<file path="config.mk">
export PLATFORM = sky130hd
export DESIGN_NAME = ramio
export DESIGN_NICKNAME = d
export VERILOG_FILES = /design/src/source/bus_pkg.sv /design/src/source/uart_pkg.sv /design/src/source/ramio.sv /design/src/source/uart_rx.sv /design/src/source/uart_tx.sv
export VERILOG_INCLUDE_DIRS = /design/src /design/src/include
export SDC_FILE = /design/constraint.sdc
export NUM_CORES = 1
export LEC_CHECK = 0
export BUFFER_PORTS_ARGS = -buffer_cell sky130_fd_sc_hd__buf_2
export CORE_MARGIN = 3
export CORE_UTILIZATION = 50
export CTS_CLUSTER_DIAMETER = 100
export DETAILED_ROUTE_END_ITERATION = 12
export PLACE_DENSITY_LB_ADDON = 0.25
export SYNTH_ARGS = -nofsm -noshare
export SYNTH_HDL_FRONTEND = slang
export SYNTH_SLANG_ARGS = --single-unit
</file>
<file path="constraint.sdc">
create_clock -name clk -period 2.75 [get_ports clk]
set_input_delay 0.55 -clock clk [delete_from_list [all_inputs] [get_ports clk]]
set_output_delay 0.55 -clock clk [all_outputs]
set_load 0.01 [all_outputs]
</file>
<file path="src/include/ramio_cfg.svh">
/*
  Build-time constants for the RAM/IO bridge: I/O register addresses,
  on-chip RAM depth and UART bit timing. Include wherever these are needed.
*/
`ifndef RAMIO_CFG_SVH
`define RAMIO_CFG_SVH

// memory-mapped I/O addresses, all at the top of the 32-bit space
// 4 LEDs in the low nibble, 0 is led on
`define RAMIO_ADDR_LED 32'hFFFF_FFFC

// byte being sent, reads all ones when the transmitter is idle
`define RAMIO_ADDR_UART_OUT 32'hFFFF_FFF8

// last byte received, reads all ones when empty and after each read
`define RAMIO_ADDR_UART_IN 32'hFFFF_FFF4

// default depth of the word RAM
// every address below the I/O window maps onto it, upper bits wrap
`define RAMIO_RAM_WORDS 256

// UART bit time in clock cycles
// kept small so a frame is only 80 cycles in simulation
// a real part would derive this from clock frequency over baud rate
`define RAMIO_CLKS_PER_BIT 8

`endif

</file>
<file path="src/source/bus_pkg.sv">
/*
  Types of the client bus: addresses, data words, byte-lane enables and
  the read/write size codes shared by the bridge and the RAM.
*/
package bus_pkg;

  // byte address from the client
  typedef logic [31:0] addr_t;

  // one data word on the client and RAM side
  typedef logic [31:0] data_t;

  // per-lane write enable, bit n covers byte n of the word
  typedef logic [3:0] byte_en_t;

  // read code: bit 2 requests sign extension, low bits give the size
  // all zero means no read
  typedef logic [2:0] read_type_t;

  // write code: same size encoding as the low read bits
  // all zero means no write
  typedef logic [1:0] write_type_t;

  // size field shared by both codes
  typedef enum logic [1:0] {
    SIZE_NONE = 2'b00,
    SIZE_BYTE = 2'b01,
    SIZE_HALF = 2'b10,
    SIZE_WORD = 2'b11
  } size_e;

endpackage

</file>
<file path="src/source/uart_pkg.sv">
/*
  UART types: the serial data byte and the state encodings of the
  8N1 transmitter and receiver.
*/
package uart_pkg;

  // one serial data byte
  typedef logic [7:0] uart_byte_t;

  // transmitter walks start bit, 8 data bits, stop bit
  typedef enum logic [1:0] {TX_IDLE, TX_START, TX_DATA, TX_STOP} tx_state_e;

  // receiver adds a done state that holds the byte until acknowledged
  typedef enum logic [2:0] {
    RX_IDLE,
    RX_START,
    RX_DATA,
    RX_STOP,
    RX_DONE
  } rx_state_e;

endpackage

</file>
<file path="src/source/ramio.sv">
/*
  Memory-mapped I/O bridge. Decodes each client access to the word RAM
  or to the LED / UART registers, turns narrow writes into byte-enabled
  word writes and extracts and extends narrow reads from the RAM word.
*/
`include "ramio_cfg.svh"

module ramio (
  input  logic                  clk,
  input  logic                  rst_n,
  input  logic                  enable_i,
  input  bus_pkg::read_type_t   read_type_i,
  input  bus_pkg::write_type_t  write_type_i,
  input  bus_pkg::addr_t        address_i,
  input  bus_pkg::data_t        data_i,
  output bus_pkg::data_t        data_o,
  output logic                  data_out_ready_o,
  output logic                  ram_en_o,
  output bus_pkg::byte_en_t     ram_we_o,
  output logic [$clog2(`RAMIO_RAM_WORDS)-1:0] ram_addr_o,
  output bus_pkg::data_t        ram_wdata_o,
  input  bus_pkg::data_t        ram_rdata_i,
  input  logic                  ram_rvalid_i,
  output logic [3:0]            led_o,
  output logic                  uart_tx_o,
  input  logic                  uart_rx_i
);

  localparam int unsigned RAM_AW = $clog2(`RAMIO_RAM_WORDS);

  // address decode
  logic hit_led;
  logic hit_tx;
  logic hit_rx;
  logic hit_io;
  logic is_rd;
  logic is_wr;

  // RAM request tracking, set from issue until rvalid
  logic ram_pending;

  // lanes picked out of the returned RAM word
  logic [7:0]  rd_byte;
  logic [15:0] rd_half;
  logic        rd_sign;

  // UART side registers and handshakes
  bus_pkg::data_t        tx_data;
  logic                  tx_go;
  logic                  tx_go_q;
  logic                  tx_busy;
  logic                  tx_queued;
  bus_pkg::data_t        rx_data;
  logic                  rx_go;
  logic                  rx_ready;
  uart_pkg::uart_byte_t  rx_byte;

  assign hit_led = (address_i == `RAMIO_ADDR_LED);
  assign hit_tx  = (address_i == `RAMIO_ADDR_UART_OUT);
  assign hit_rx  = (address_i == `RAMIO_ADDR_UART_IN);
  assign hit_io  = hit_led | hit_tx | hit_rx;
  assign is_rd   = (read_type_i != '0);
  assign is_wr   = (write_type_i != '0);

  // I/O answers in the same cycle, RAM one cycle after issue
  assign data_out_ready_o = (enable_i & hit_io) | ram_rvalid_i;

  // issue only in the first cycle of a held request
  assign ram_en_o   = enable_i & ~hit_io & (is_rd | is_wr) & ~ram_pending;
  assign ram_addr_o = address_i[RAM_AW+1:2];

  always_ff @(posedge clk) begin
    if (!rst_n) begin
      ram_pending <= 1'b0;
    end else if (ram_en_o) begin
      ram_pending <= 1'b1;
    end else if (ram_rvalid_i) begin
      ram_pending <= 1'b0;
    end
  end

  // write lanes: data replicated, enables pick the lanes
  always_comb begin
    ram_wdata_o = data_i;
    ram_we_o    = '0;
    unique case (write_type_i)
      bus_pkg::SIZE_BYTE: begin
        ram_wdata_o = {4{data_i[7:0]}};
        ram_we_o    = 4'b0001 << address_i[1:0];
      end
      bus_pkg::SIZE_HALF: begin
        ram_wdata_o = {2{data_i[15:0]}};
        // odd half-word address writes nothing
        if (!address_i[0]) begin
          ram_we_o = address_i[1] ? 4'b1100 : 4'b0011;
        end
      end
      bus_pkg::SIZE_WORD: ram_we_o = 4'b1111;
      default: ;
    endcase
  end

  assign rd_byte = ram_rdata_i[8*address_i[1:0] +: 8];
  assign rd_half = address_i[1] ? ram_rdata_i[31:16] : ram_rdata_i[15:0];
  assign rd_sign = read_type_i[2];

  // read mux; LED reads back as zero
  always_comb begin
    data_o = '0;
    if (enable_i && is_rd) begin
      if (hit_tx) begin
        data_o = tx_data;
      end else if (hit_rx) begin
        data_o = rx_data;
      end else if (!hit_led) begin
        unique case (read_type_i[1:0])
          bus_pkg::SIZE_BYTE: data_o = {{24{rd_sign & rd_byte[7]}}, rd_byte};
          bus_pkg::SIZE_HALF: begin
            // misaligned half word reads zero
            if (!address_i[0]) begin
              data_o = {{16{rd_sign & rd_half[15]}}, rd_half};
            end
          end
          bus_pkg::SIZE_WORD: data_o = ram_rdata_i;
          default: ;
        endcase
      end
    end
  end

  // LED register, active low
  always_ff @(posedge clk) begin
    if (!rst_n) begin
      led_o <= 4'b1111;
    end else if (enable_i && hit_led && is_wr) begin
      led_o <= data_i[3:0];
    end
  end

  // transmit handshake
  // tx_go_q covers the cycle before uart_tx raises busy
  always_ff @(posedge clk) begin
    if (!rst_n) begin
      tx_data   <= '1;
      tx_go     <= 1'b0;
      tx_go_q   <= 1'b0;
      tx_queued <= 1'b0;
    end else begin
      tx_go_q <= 1'b0;
      if (tx_go && !tx_busy && !tx_go_q) begin
        // frame done, drop go as acknowledge
        tx_go <= 1'b0;
        if (!tx_queued && !(enable_i && hit_tx && is_wr)) begin
          tx_data <= '1;
        end
      end else if (!tx_go && tx_queued) begin
        // byte written during the last frame goes out now
        tx_go     <= 1'b1;
        tx_go_q   <= 1'b1;
        tx_queued <= 1'b0;
      end
      if (enable_i && hit_tx && is_wr) begin
        tx_data <= {24'h0, data_i[7:0]};
        if (tx_go) begin
          tx_queued <= 1'b1;
        end else begin
          tx_go   <= 1'b1;
          tx_go_q <= 1'b1;
        end
      end
    end
  end

  // receive handshake
  // a read empties the register, a ready byte is copied and acked
  always_ff @(posedge clk) begin
    if (!rst_n) begin
      rx_data <= '1;
      rx_go   <= 1'b1;
    end else begin
      if (enable_i && hit_rx && is_rd) begin
        rx_data <= '1;
      end else if (rx_go && rx_ready) begin
        rx_data <= {24'h0, rx_byte};
        rx_go   <= 1'b0;
      end
      // ack lasts one cycle
      if (!rx_go) begin
        rx_go <= 1'b1;
      end
    end
  end

  uart_tx tx0 (
    .clk    (clk),
    .rst_n  (rst_n),
    .go_i   (tx_go),
    .data_i (tx_data[7:0]),
    .busy_o (tx_busy),
    .tx_o   (uart_tx_o)
  );

  uart_rx rx0 (
    .clk          (clk),
    .rst_n        (rst_n),
    .go_i         (rx_go),
    .rx_i         (uart_rx_i),
    .data_o       (rx_byte),
    .data_ready_o (rx_ready)
  );

endmodule

</file>
<file path="src/source/uart_rx.sv">
/*
  8N1 serial receiver. While go_i is high it waits for a start edge,
  samples each bit in its middle and then holds data_ready_o with the
  byte on data_o until go_i is lowered as the acknowledge.
*/
`include "ramio_cfg.svh"

module uart_rx (
  input  logic                  clk,
  input  logic                  rst_n,
  input  logic                  go_i,
  input  logic                  rx_i,
  output uart_pkg::uart_byte_t  data_o,
  output logic                  data_ready_o
);

  localparam int unsigned CPB = `RAMIO_CLKS_PER_BIT;
  localparam int unsigned CW  = $clog2(CPB + 1);

  uart_pkg::rx_state_e  state;
  logic [CW-1:0]        clk_cnt;
  logic [2:0]           bit_cnt;
  // two-flop synchronizer, then one more for the edge
  logic                 rx_meta;
  logic                 rx_sync;
  logic                 rx_prev;
  logic                 bit_end;
  logic                 half_end;

  assign bit_end  = (clk_cnt == CW'(CPB - 1));
  assign half_end = (clk_cnt == CW'(CPB / 2 - 1));

  always_ff @(posedge clk) begin
    if (!rst_n) begin
      rx_meta <= 1'b1;
      rx_sync <= 1'b1;
      rx_prev <= 1'b1;
    end else begin
      rx_meta <= rx_i;
      rx_sync <= rx_meta;
      rx_prev <= rx_sync;
    end
  end

  always_ff @(posedge clk) begin
    if (!rst_n) begin
      state        <= uart_pkg::RX_IDLE;
      clk_cnt      <= '0;
      bit_cnt      <= '0;
      data_ready_o <= 1'b0;
    end else begin
      clk_cnt <= bit_end ? '0 : clk_cnt + 1'b1;
      unique case (state)
        uart_pkg::RX_IDLE: begin
          clk_cnt <= '0;
          // falling edge opens the start bit
          if (go_i && rx_prev && !rx_sync) begin
            state <= uart_pkg::RX_START;
          end
        end
        uart_pkg::RX_START: begin
          // middle of start bit, drop glitches
          if (half_end) begin
            clk_cnt <= '0;
            bit_cnt <= '0;
            state   <= rx_sync ? uart_pkg::RX_IDLE : uart_pkg::RX_DATA;
          end
        end
        uart_pkg::RX_DATA: begin
          if (bit_end) begin
            bit_cnt <= bit_cnt + 1'b1;
            if (bit_cnt == 3'd7) begin
              state <= uart_pkg::RX_STOP;
            end
          end
        end
        uart_pkg::RX_STOP: begin
          // bad stop bit discards the byte
          if (bit_end) begin
            data_ready_o <= rx_sync;
            state        <= rx_sync ? uart_pkg::RX_DONE : uart_pkg::RX_IDLE;
          end
        end
        uart_pkg::RX_DONE: begin
          if (!go_i) begin
            data_ready_o <= 1'b0;
            state        <= uart_pkg::RX_IDLE;
          end
        end
        default: state <= uart_pkg::RX_IDLE;
      endcase
    end
  end

  // shift in LSB first at each bit middle
  always_ff @(posedge clk) begin
    if (state == uart_pkg::RX_DATA && bit_end) begin
      data_o <= {rx_sync, data_o[7:1]};
    end
  end

endmodule

</file>
<file path="src/source/uart_tx.sv">
/*
  8N1 serial transmitter. Raising go_i starts a frame with the byte on
  data_i; busy_o is high for the frame, and go_i must drop once busy_o
  falls before the next frame can start.
*/
`include "ramio_cfg.svh"

module uart_tx (
  input  logic                  clk,
  input  logic                  rst_n,
  input  logic                  go_i,
  input  uart_pkg::uart_byte_t  data_i,
  output logic                  busy_o,
  output logic                  tx_o
);

  localparam int unsigned CPB = `RAMIO_CLKS_PER_BIT;
  localparam int unsigned CW  = $clog2(CPB + 1);

  uart_pkg::tx_state_e   state;
  uart_pkg::uart_byte_t  shift_q;
  logic [CW-1:0]         clk_cnt;
  logic [2:0]            bit_cnt;
  // frame sent, waiting for go to drop
  logic                  done_q;
  logic                  bit_end;
  logic                  start;

  assign bit_end = (clk_cnt == CW'(CPB - 1));
  assign start   = (state == uart_pkg::TX_IDLE) & go_i & ~done_q;

  always_ff @(posedge clk) begin
    if (!rst_n) begin
      state   <= uart_pkg::TX_IDLE;
      clk_cnt <= '0;
      bit_cnt <= '0;
      done_q  <= 1'b0;
      busy_o  <= 1'b0;
      tx_o    <= 1'b1;
    end else begin
      clk_cnt <= bit_end ? '0 : clk_cnt + 1'b1;
      unique case (state)
        uart_pkg::TX_IDLE: begin
          clk_cnt <= '0;
          if (!go_i) begin
            done_q <= 1'b0;
          end
          if (start) begin
            // start bit goes out now
            tx_o   <= 1'b0;
            busy_o <= 1'b1;
            state  <= uart_pkg::TX_START;
          end
        end
        uart_pkg::TX_START: begin
          if (bit_end) begin
            tx_o    <= shift_q[0];
            bit_cnt <= '0;
            state   <= uart_pkg::TX_DATA;
          end
        end
        uart_pkg::TX_DATA: begin
          if (bit_end) begin
            if (bit_cnt == 3'd7) begin
              tx_o  <= 1'b1;
              state <= uart_pkg::TX_STOP;
            end else begin
              tx_o    <= shift_q[0];
              bit_cnt <= bit_cnt + 1'b1;
            end
          end
        end
        uart_pkg::TX_STOP: begin
          if (bit_end) begin
            busy_o <= 1'b0;
            done_q <= 1'b1;
            state  <= uart_pkg::TX_IDLE;
          end
        end
        default: state <= uart_pkg::TX_IDLE;
      endcase
    end
  end

  // byte latched at start, LSB first
  always_ff @(posedge clk) begin
    if (start) begin
      shift_q <= data_i;
    end else if (bit_end && (state == uart_pkg::TX_START || state == uart_pkg::TX_DATA)) begin
      shift_q <= shift_q >> 1;
    end
  end

endmodule

</file>
==> results.md, run 1 <==
- Worst slack, placed: -86.2 ps
- ANT cells: 0
- CP Data Required Time: between 2000 and 2500 ps
- CTS Buf Count: 9
- Fin worst setup slack: 76.2 ps
- CP max FO: 10
- DR vias/cell: ~5.7
- Status: complete, no violations
- GRT overflow: 0
- First-pass GRT wire length: between 20000 and 25000 µm
- Yosys cell types: between 60 and 70
- Buffers on Ports: 188
- Root Buffer: clkbuf_8
- Vias in the first global route: about 4700
- Reg2reg start: tx0.state[0]$_SDFFE_PN0P_
- Multi-input gate area: between 0.002 and 0.003 mm²
- Slowest CP cell: a221oi_2
- P_leak: ~2.8 nW
- Data arrival, critical path: approximately 2100 ps
- First drt pass iteration count: 5
- Fin crit period: between 2000 and 3000 ps
- Number of post-CTS setup repair buffers: 0
- Max stage delay on crit path: roughly 390 ps
- Yosys warning count: 0
- Routing usage on met1: 0.310
- Max_cap viols: 0
- Post-synth top area cell: dfxtp_1
- M3 GR Usage: 0.0590
- WL/cell: 15.4 µm
- Seq/Total Area, Yosys: 0.319
- Nets: approximately 870
- DP Wirelength: 10600 µm
- R2r worst-path depth: 6
- Fmax: roughly 0.37 GHz
- CP Cell Sequence: buf_2 -> and2_1 -> o21bai_4 -> a221oi_2 -> o22ai_1 -> o211a_1 -> buf_2
- Share of cells above drive strength 1: 0.351
- Fin. Hold Viols: 0
- Worst-Skew Late Latency: between 300 and 400 ps
- Post-synth EDFFs: 16
- Post-route cell area: around 0.0060 mm²
- Worst reg2reg path endpoint: tx0.state[1]$_SDFFE_PN0P_
- Die H: 104 µm
- GRT busiest layer: met2
- Total Routing Usage GR: 0.243
- # DRC: 0
- Relative slew margins: 0.626
- Vias post-DR: ~5100
- CTS HTree Levels: 3
- Register area: between 0.0015 and 0.002 mm²
- Worst hold slack: about 390 ps
- Hold_buf cts: 0
- Initial antenna violation count: 0
- Setup crit end kind: output pin
- RePlAce Congestion: 0.873
- TritonCTS clock tree: yes
- Synthesized flop and latch total: approximately 70
- Area grow syn2layout: 25.1%
- Synthesized instance count: roughly 590
- Startpoint Class: input port
- DRT iter0 DRCs: roughly 260
- Met2 Use GR: 0.412
- FF-to-FF setup slack: ~620 ps
- CP Capture Point: data_o[5]
- Max-slew violations: 0
- Final Cycle Share: 0.972
- Hold WC Path Type: input port to flop
- Starting Density: 0.518
- RSZ-0062 raised after global routing: yes
- CTS clk-pin slew, worst paths: about 70 ps
- Predominant post-synthesis flop cell: dfxtp_1
- Final WL: 13700 µm
- Fill count: 817
- Final Setup Violations: 0
- Largest net degree at the start of global routing: 29
- Setup TNS: 0 ps
- Power per Cell Area: a little under 400 mW/mm²
- Chip Width: approximately 100 µm
- Syn Area/Cell: 8.18 µm²
- Instance area after placement: about 0.0058 mm²
- Crit Path Class: input port to output pin
- Post-synth top cells: dfxtp_1, nand2_1, nor2_1
- Mapped Area: approximately 0.0048 mm²
- Max IR drop VDD: around 0.38 mV
- IO Pins: between 150 and 200
- Dominant cell by count in the synthesized netlist: dfxtp_1
- Synth Net Count: 712
- Worst slew pin tran: roughly 560 ps
- Synth top area cells: dfxtp_1, edfxtp_1, a21oi_1
- Die Area: about 0.011 mm²
- Sink Count: between 60 and 70
- Core footprint: between 0.009 and 0.01 mm²
- Top cell type's share of synthesized area: 0.220
- CP Launch Point: read_type_i[1]
- Std cell rows: 35
- Async set-reset flop share out of synthesis: 0
- Post-route antenna net violation count: 0
- Critical path's most frequent cell: buf_2
- Worst clock skew: just over 7 ps
- Clock buffer depth: 2
- Overall Power: ~2.4 mW
-- layer usage --
metal	wire (µm)	vias to the layer above	share of wire
li1	-	2464	-
met1	5790	2393	0.42
met2	6780	196	0.50
met3	969	16	0.071
met4	129	0	0.0094
met5	0	-	0
-- flip-flops by register name, indices dropped and copies added, names as in the netlist, 3 cells and up --
name         cells
tx0.clk_cnt      4
tx0.bit_cnt      3
rx0.bit_cnt      3
rx_data          9
tx0.shift_q      8
rx0.clk_cnt      4
tx_data          9
rx0.state        3
led_o            4
rx0.data_o       8
-- final cells by class --
cell class	instances	share of cell area
inverter	24	0.0155
tap	129	0.0267
clock buffer	13	0.0263
clock inverter	2	0.00166
timing repair buffer	212	0.190
sequential	69	0.255
multi-input combinational	437	0.485
-- how the worst min path moves through the flow --
| stage | from | endpoint | slack (ps) | cells past startpoint |
|---|---|---|---|---|
| floorplan | rx0.rx_meta$_SDFF_PN1_ | rx0.rx_sync$_SDFF_PN1_ | 390 | 1 |
| detailed placement | rx0.rx_meta$_SDFF_PN1_ | rx0.rx_sync$_SDFF_PN1_ | 410 | 1 |
| global placement | rx0.rx_meta$_SDFF_PN1_ | rx0.rx_sync$_SDFF_PN1_ | 400 | 1 |
| global route | uart_rx_i | rx0.rx_meta$_SDFF_PN1_ | 370 | 2 |
| finish | uart_rx_i | rx0.rx_meta$_SDFF_PN1_ | 390 | 2 |
| CTS | uart_rx_i | rx0.rx_meta$_SDFF_PN1_ | 370 | 2 |
-- report_power, final --
| group | switching [mW] | leakage, nW | internal (mW) |
|---|---|---|---|
| logic | 0.325 | 2.17 | 0.268 |
| clock network | 0.348 | 0.0893 | 0.369 |
| registers | 0.0132 | 0.579 | 1.04 |
| total | 0.687 | 2.84 | 1.68 |
-- through the flow --
stage / std cells / utilization
floorplan: 591 / -
global placement: 871 / 0.622
detailed placement: 871 / 0.622
CTS: 886 / 0.642
global route: 886 / 0.648
finish: 886 / 0.648
-- placed cells by master (no fill, tap or decap), drive strengths merged, types with 14 or more instances in the layout --
master    n
a21oi    51
a22o     15
and3     17
buf     212
dfxtp    53
edfxtp   16
ha       15
inv      23
mux2i    15
nand2    53
nand3    14
nor2     47
nor3     14
o21ai    40
o22ai    16
-- repair_timing --
| action | 4_1_cts | 5_1_grt |
|---|---|---|
| gates cloned | 0 | 0 |
| pin swaps | 0 | 2 |
| gates resized for setup | 3 | 14 |
| setup endpoints to repair | 2 | 31 |
-- cell families after synthesis --
family                   Yosys count  synth area share
AO/OA/AOI/OAI                    185             0.263
XOR/XNOR                           5           0.00906
adder cells (fa/ha/maj)           15            0.0388
buffers and inverters             85            0.0891
flip-flops                        69             0.319
multiplexers                      24            0.0544
AND/OR/NAND/NOR                  208             0.227
-- worst max-delay path: cells and delay by family --
kind	cells	cell delay, ps
AOI/OAI and AO/OA	4	1000
and+or+nand+nor	1	270
buffers and inverters	2	300
Note: power is estimated with default switching activity, not from simulation.
==> run 2, diff against run 1 <==
==> constraint.sdc (replaced) <==
create_clock -name clk -period 2.75 [get_ports clk]
set_input_delay 0.1375 -clock clk [delete_from_list [all_inputs] [get_ports clk]]
set_output_delay 0.1375 -clock clk [all_outputs]
set_load 0.01 [all_outputs]
==> results.md, run 2 (synthesis gave the netlist of run 1 again) <==
- R2r worst-path depth: 5
- Instance area after placement: between 0.005 and 0.006 mm²
- IO Pins: approximately 190
- P_leak: between 2 and 3 nW
- First-pass GRT wire length: ~22000 µm
- Commonest non-fill, non-tap cell in the layout: buf_2
- Core footprint: a little over 0.009 mm²
- Max IR drop VDD: between 0.3 and 0.4 mV
- Number of post-CTS setup repair buffers: 0
- Die Area: about 0.011 mm²
- CP max FO: 24
- Chip Width: approximately 100 µm
- Max stage delay on crit path: 600 ps
- CP Cell Sequence: buf_2 -> or2_4 -> nor4_4 -> nand2_2 -> or2_1 -> a21oi_1 -> buf_2
- Startpoint Class: input port
- Worst reg2reg path endpoint: tx0.state[0]$_SDFFE_PN0P_
- ANT cells: 0
- Max_cap viols: 0
- Fin. Hold Viols: 0
- Worst clock skew: between 9 and 10 ps
- CTS clk-pin slew, worst paths: approximately 80 ps
- Post-route cell area: 0.00591 mm²
- CTS Buf Count: 9
- RSZ-0062 raised after global routing: no
- Fmax: roughly 0.42 GHz
- Buf+Inv Stages, Crit Path: 2
- Total Routing Usage GR: 0.237
- Reg2reg start: tx0.state[0]$_SDFFE_PN0P_
- Nets: between 800 and 900
- WL/cell: between 15 and 20 µm
- CP Capture Point: data_o[9]
- Vias in the first global route: 4598
- # DRC: 0
- Clock buffer depth: 2
- First drt pass iteration count: 5
- Final Cycle Share: 0.870
- Final WL: roughly 14000 µm
- Most frequent cells in the layout: buf_2, dfxtp_1, nand2_1
- Fin crit period: 2390 ps
- Overall Power: 2.59 mW
- DR vias/cell: ~5.7
- Final Setup Violations: 0
- CP Launch Point: address_i[1]
- Worst-Skew Late Latency: roughly 340 ps
- Hold WC Path Type: input port to flop
- Die H: 104 µm
- FF-to-FF setup slack: 670 ps
- Vias post-DR: 4995
- CTS HTree Levels: 3
- Status: complete, no violations
- Crit Path Class: input port to output pin
- DP Wirelength: 10300 µm
- Cell Count, Final, Fillers Out: between 800 and 900
- TritonCTS clock tree: yes
- Critical path's top delay family: simple AND/OR/NAND/NOR gates
- Worst hold slack: roughly 100 ps
- Root Buffer: clkbuf_8
- Slowest CP cell: or2_1
- Post-route antenna net violation count: 0
- Starting Density: 0.518
- Sink Count: between 60 and 70
- Max-slew violations: 0
- Area grow syn2layout: 22.3%
- Finished Core Util: 0.634
- Std cell rows: 35
- Fin worst setup slack: approximately 360 ps
- Fill count: between 800 and 900
- Post-CTS sizing: 0
- Share of cells above drive strength 1: 0.327
- Largest net degree at the start of global routing: 39
- Setup crit end kind: output pin
- Critical path's most frequent cell: buf_2
- Buffers on Ports: 188
- Power per Cell Area: 438 mW/mm²
- # placed instances: ~860
- Worst slew pin tran: about 970 ps
- CP Depth: 7
- DRT iter0 DRCs: roughly 280
- Initial antenna violation count: 0
- Worst slack, placed: roughly 360 ps
- Regs by FF count: rx_data x9, tx_data x9
- Relative slew margins: 0.353
- RePlAce Congestion: approximately 0.91
- Data arrival, critical path: 2250 ps
- CP Data Required Time: ~2600 ps
- Setup TNS: 0 ps
- GRT overflow: 0
run 2: area by class of cell:
class	instances	area, µm²	share of cell area
multi-input combinational	437	2860	0.484
inverter	24	90.1	0.0152
tap	129	161	0.0273
sequential	69	1540	0.261
timing repair buffer	198	1020	0.172
clock inverter	6	90.1	0.0152
clock buffer	10	149	0.0252
run 2: repair_timing:
action	in CTS	in global routing
endpoints found under the setup margin	0	0
hold buffers	1	0
hold endpoints to repair	1	0
run 2: how the worst min path moves through the flow:
stage | start | endpoint | slack (ps) | cells past startpoint
global placement | uart_rx_i | rx0.rx_meta$_SDFF_PN1_ | 320 | 2
finish | data_i[0] | led_o[0]$_SDFFE_PN1P_ | 100 | 3
floorplan | uart_rx_i | rx0.rx_meta$_SDFF_PN1_ | 240 | 1
global route | data_i[0] | led_o[0]$_SDFFE_PN1P_ | 110 | 3
CTS | data_i[0] | led_o[0]$_SDFFE_PN1P_ | 90 | 3
detailed placement | uart_rx_i | rx0.rx_meta$_SDFF_PN1_ | 330 | 2
run 2: power by group:
part	internal, mW	total [mW]	switching (mW)
Sequential	1.04	1.05	0.0139
Clock	0.571	0.970	0.398
Combinational	0.248	0.562	0.314
run 2: routing by layer:
metal  global-route usage  wire (µm)
met5                    0          0
met4               0.0380        135
met3               0.0577        990
met2                0.405       6600
met1                0.307       5810
run 2: tightest hold or removal path, stage by stage:
cell and delay [ps]:
buf_2 150, mux2i_1 80, nand2_1 50
==> run 3, diff against run 2 <==
--- a/config.mk
+++ b/config.mk
@@ -6,7 +6,7 @@
 export SDC_FILE = /design/constraint.sdc
 export NUM_CORES = 1
 export LEC_CHECK = 0
-export BUFFER_PORTS_ARGS = -buffer_cell sky130_fd_sc_hd__buf_2
+export BUFFER_PORTS_ARGS = -buffer_cell sky130_fd_sc_hd__clkbuf_2
 export CORE_MARGIN = 3
 export CORE_UTILIZATION = 50
 export CTS_CLUSTER_DIAMETER = 100
==> results.md, run 3 (synthesis gave the netlist of run 1 again) <==
- CTS Buf Count: 9
- CTS clk-pin slew, worst paths: 80 ps
- Initial antenna violation count: 0
- Starting Density: 0.518
- Relative slew margins: 0.368
- Clk pwr share: 0.371
- Area grow syn2layout: 22.8%
- Startpoint Class: input port
- Cell Count, Final, Fillers Out: 875
- Max IR drop VDD: ~0.37 mV
- Vias post-DR: between 5000 and 6000
- Root Buffer: clkbuf_8
- Final Setup Violations: 0
- GRT overflow: 0
- Worst clock skew: roughly 6 ps
- Core footprint: 0.00933 mm²
- Fin worst setup slack: 212 ps
- Hold WC Path Type: input port to flop
- IO Pins: roughly 190
- Fmax: about 0.4 GHz
- Post-route antenna net violation count: 0
- Fin. Hold Viols: 0
- Fill count: 826
- RSZ-0062 raised after global routing: no
- CP Capture Point: data_o[30]
- ANT cells: 0
- DRT iter0 DRCs: 268
- Regs by FF count: rx_data x9, tx_data x9
- Share of cells above drive strength 1: 0.328
- Commonest non-fill, non-tap cell in the layout: clkbuf_2
- Worst slack, placed: 205 ps
- CP max FO: 24
- NetSw: ~0.71 mW
- Max_cap viols: 0
- Slowest CP cell: or2_1
- Die Area: ~0.011 mm²
- Final Cycle Share: 0.923
- Max-slew violations: 0
- Worst reg2reg path endpoint: tx0.state[0]$_SDFFE_PN0P_
- Sw Ratio: 0.274
- Std cell rows: 35
- Buffers on Ports: between 150 and 200
- P_int: 1.87 mW
- First-pass GRT wire length: between 20000 and 25000 µm
- Number of post-CTS setup repair buffers: 0
- P_leak: around 2.8 nW
- CP Launch Point: address_i[0]
- TritonCTS clock tree: yes
- Instance area after placement: approximately 0.0057 mm²
- Final WL: ~13000 µm
- DP Wirelength: just over 10000 µm
- Crit Path Class: input port to output pin
- Post-route cell area: between 0.005 and 0.006 mm²
- Chip Width: roughly 100 µm
- Largest net degree at the start of global routing: 39
- Reg2reg start: tx0.state[0]$_SDFFE_PN0P_
- Seq pwr share: 0.409
- Sink Count: just under 70
- Worst-Skew Late Latency: roughly 340 ps
- Total Routing Usage GR: 0.234
- Post-CTS sizing: 0
- R2r worst-path depth: 5
- Worst slew pin tran: around 950 ps
- Worst Hold Path Cells: 3
- CP Cell Sequence: clkbuf_2 -> or2_4 -> nor4_4 -> nand2_2 -> or2_1 -> a21oi_1 -> clkbuf_2
- Setup TNS: 0 ps
- Status: complete, no violations
- Data arrival, critical path: 2400 ps
- CTS HTree Levels: 3
- # DRC: 0
- Nets: ~860
- Die H: between 100 and 150 µm
- Critical path's most frequent cell: clkbuf_2
- Most frequent cells in the layout: clkbuf_2, dfxtp_1, nand2_1
- RePlAce Congestion: roughly 0.90
- Clock buffer depth: 2
- DR vias/cell: around 5.7
- Worst hold slack: between 100 and 150 ps
- Overall Power: roughly 2.6 mW
- Power per Cell Area: ~430 mW/mm²
- Setup crit end kind: output pin
- WL/cell: between 15 and 20 µm
- # placed instances: between 800 and 900
- First drt pass iteration count: 4
- Combinational Power Share: 0.220
- Finished Core Util: 0.636
- Fin crit period: approximately 2500 ps
- FF-to-FF setup slack: ~730 ps
- Vias in the first global route: around 4600
- Max stage delay on crit path: between 600 and 700 ps
- CP Data Required Time: 2610 ps
## run 3: changes by cell type in the layout (fill, tap and decap cells not counted), moves of 2 or more
cell / change
buf_4: +2
clkbuf_2: +188
clkbuf_8: +2
buf_2: -188
inv_4: -2
## run 3: worst min path at each step
stage	from	end
finish	data_i[0]	led_o[0]$_SDFFE_PN1P_
detailed placement	uart_rx_i	rx0.rx_meta$_SDFF_PN1_
global route	data_i[0]	led_o[0]$_SDFFE_PN1P_
CTS	data_i[0]	led_o[0]$_SDFFE_PN1P_
floorplan	uart_rx_i	rx0.rx_meta$_SDFF_PN1_
global placement	uart_rx_i	rx0.rx_meta$_SDFF_PN1_
## run 3: worst max-delay path: cells and delay by family
family          cells  cell delay (ps)
simple gates        4             1610
buf+inv             2              350
compound gates      1              300
## run 3: layout make-up
class | instances | area [µm²] | share of cell area
Timing Repair Buffer | 200 | 1030 | 0.174
Clock buffer | 13 | 201 | 0.0339
Tap cell | 129 | 161 | 0.0272
Sequential cell | 69 | 1540 | 0.260
Clock inverter | 3 | 46.3 | 0.00780
Multi-Input combinational cell | 437 | 2860 | 0.482
Inverter | 24 | 90.1 | 0.0152
## run 3: power groups by stage
stage               registers [mW]  clock network (mW)  logic (mW)
finish                        1.05               0.956       0.568
global route                  1.06                1.02       0.620
CTS                           1.05               0.981       0.565
detailed placement            1.08                   0       0.561
global placement              1.08                   0       0.552
floorplan                     1.07                   0       0.355
## run 3: repair_timing
item,in CTS,in global routing
hold buffers,1,0
endpoints found under the hold margin,1,0
endpoints found under the setup margin,0,0
## run 3: per-layer routing
metal,GRT usage,vias up,routed length [µm]
li1,-,2448,-
met1,0.305,2326,5620
met2,0.394,212,6620
met3,0.0478,18,1010
met4,0.0598,0,191
met5,0,-,0
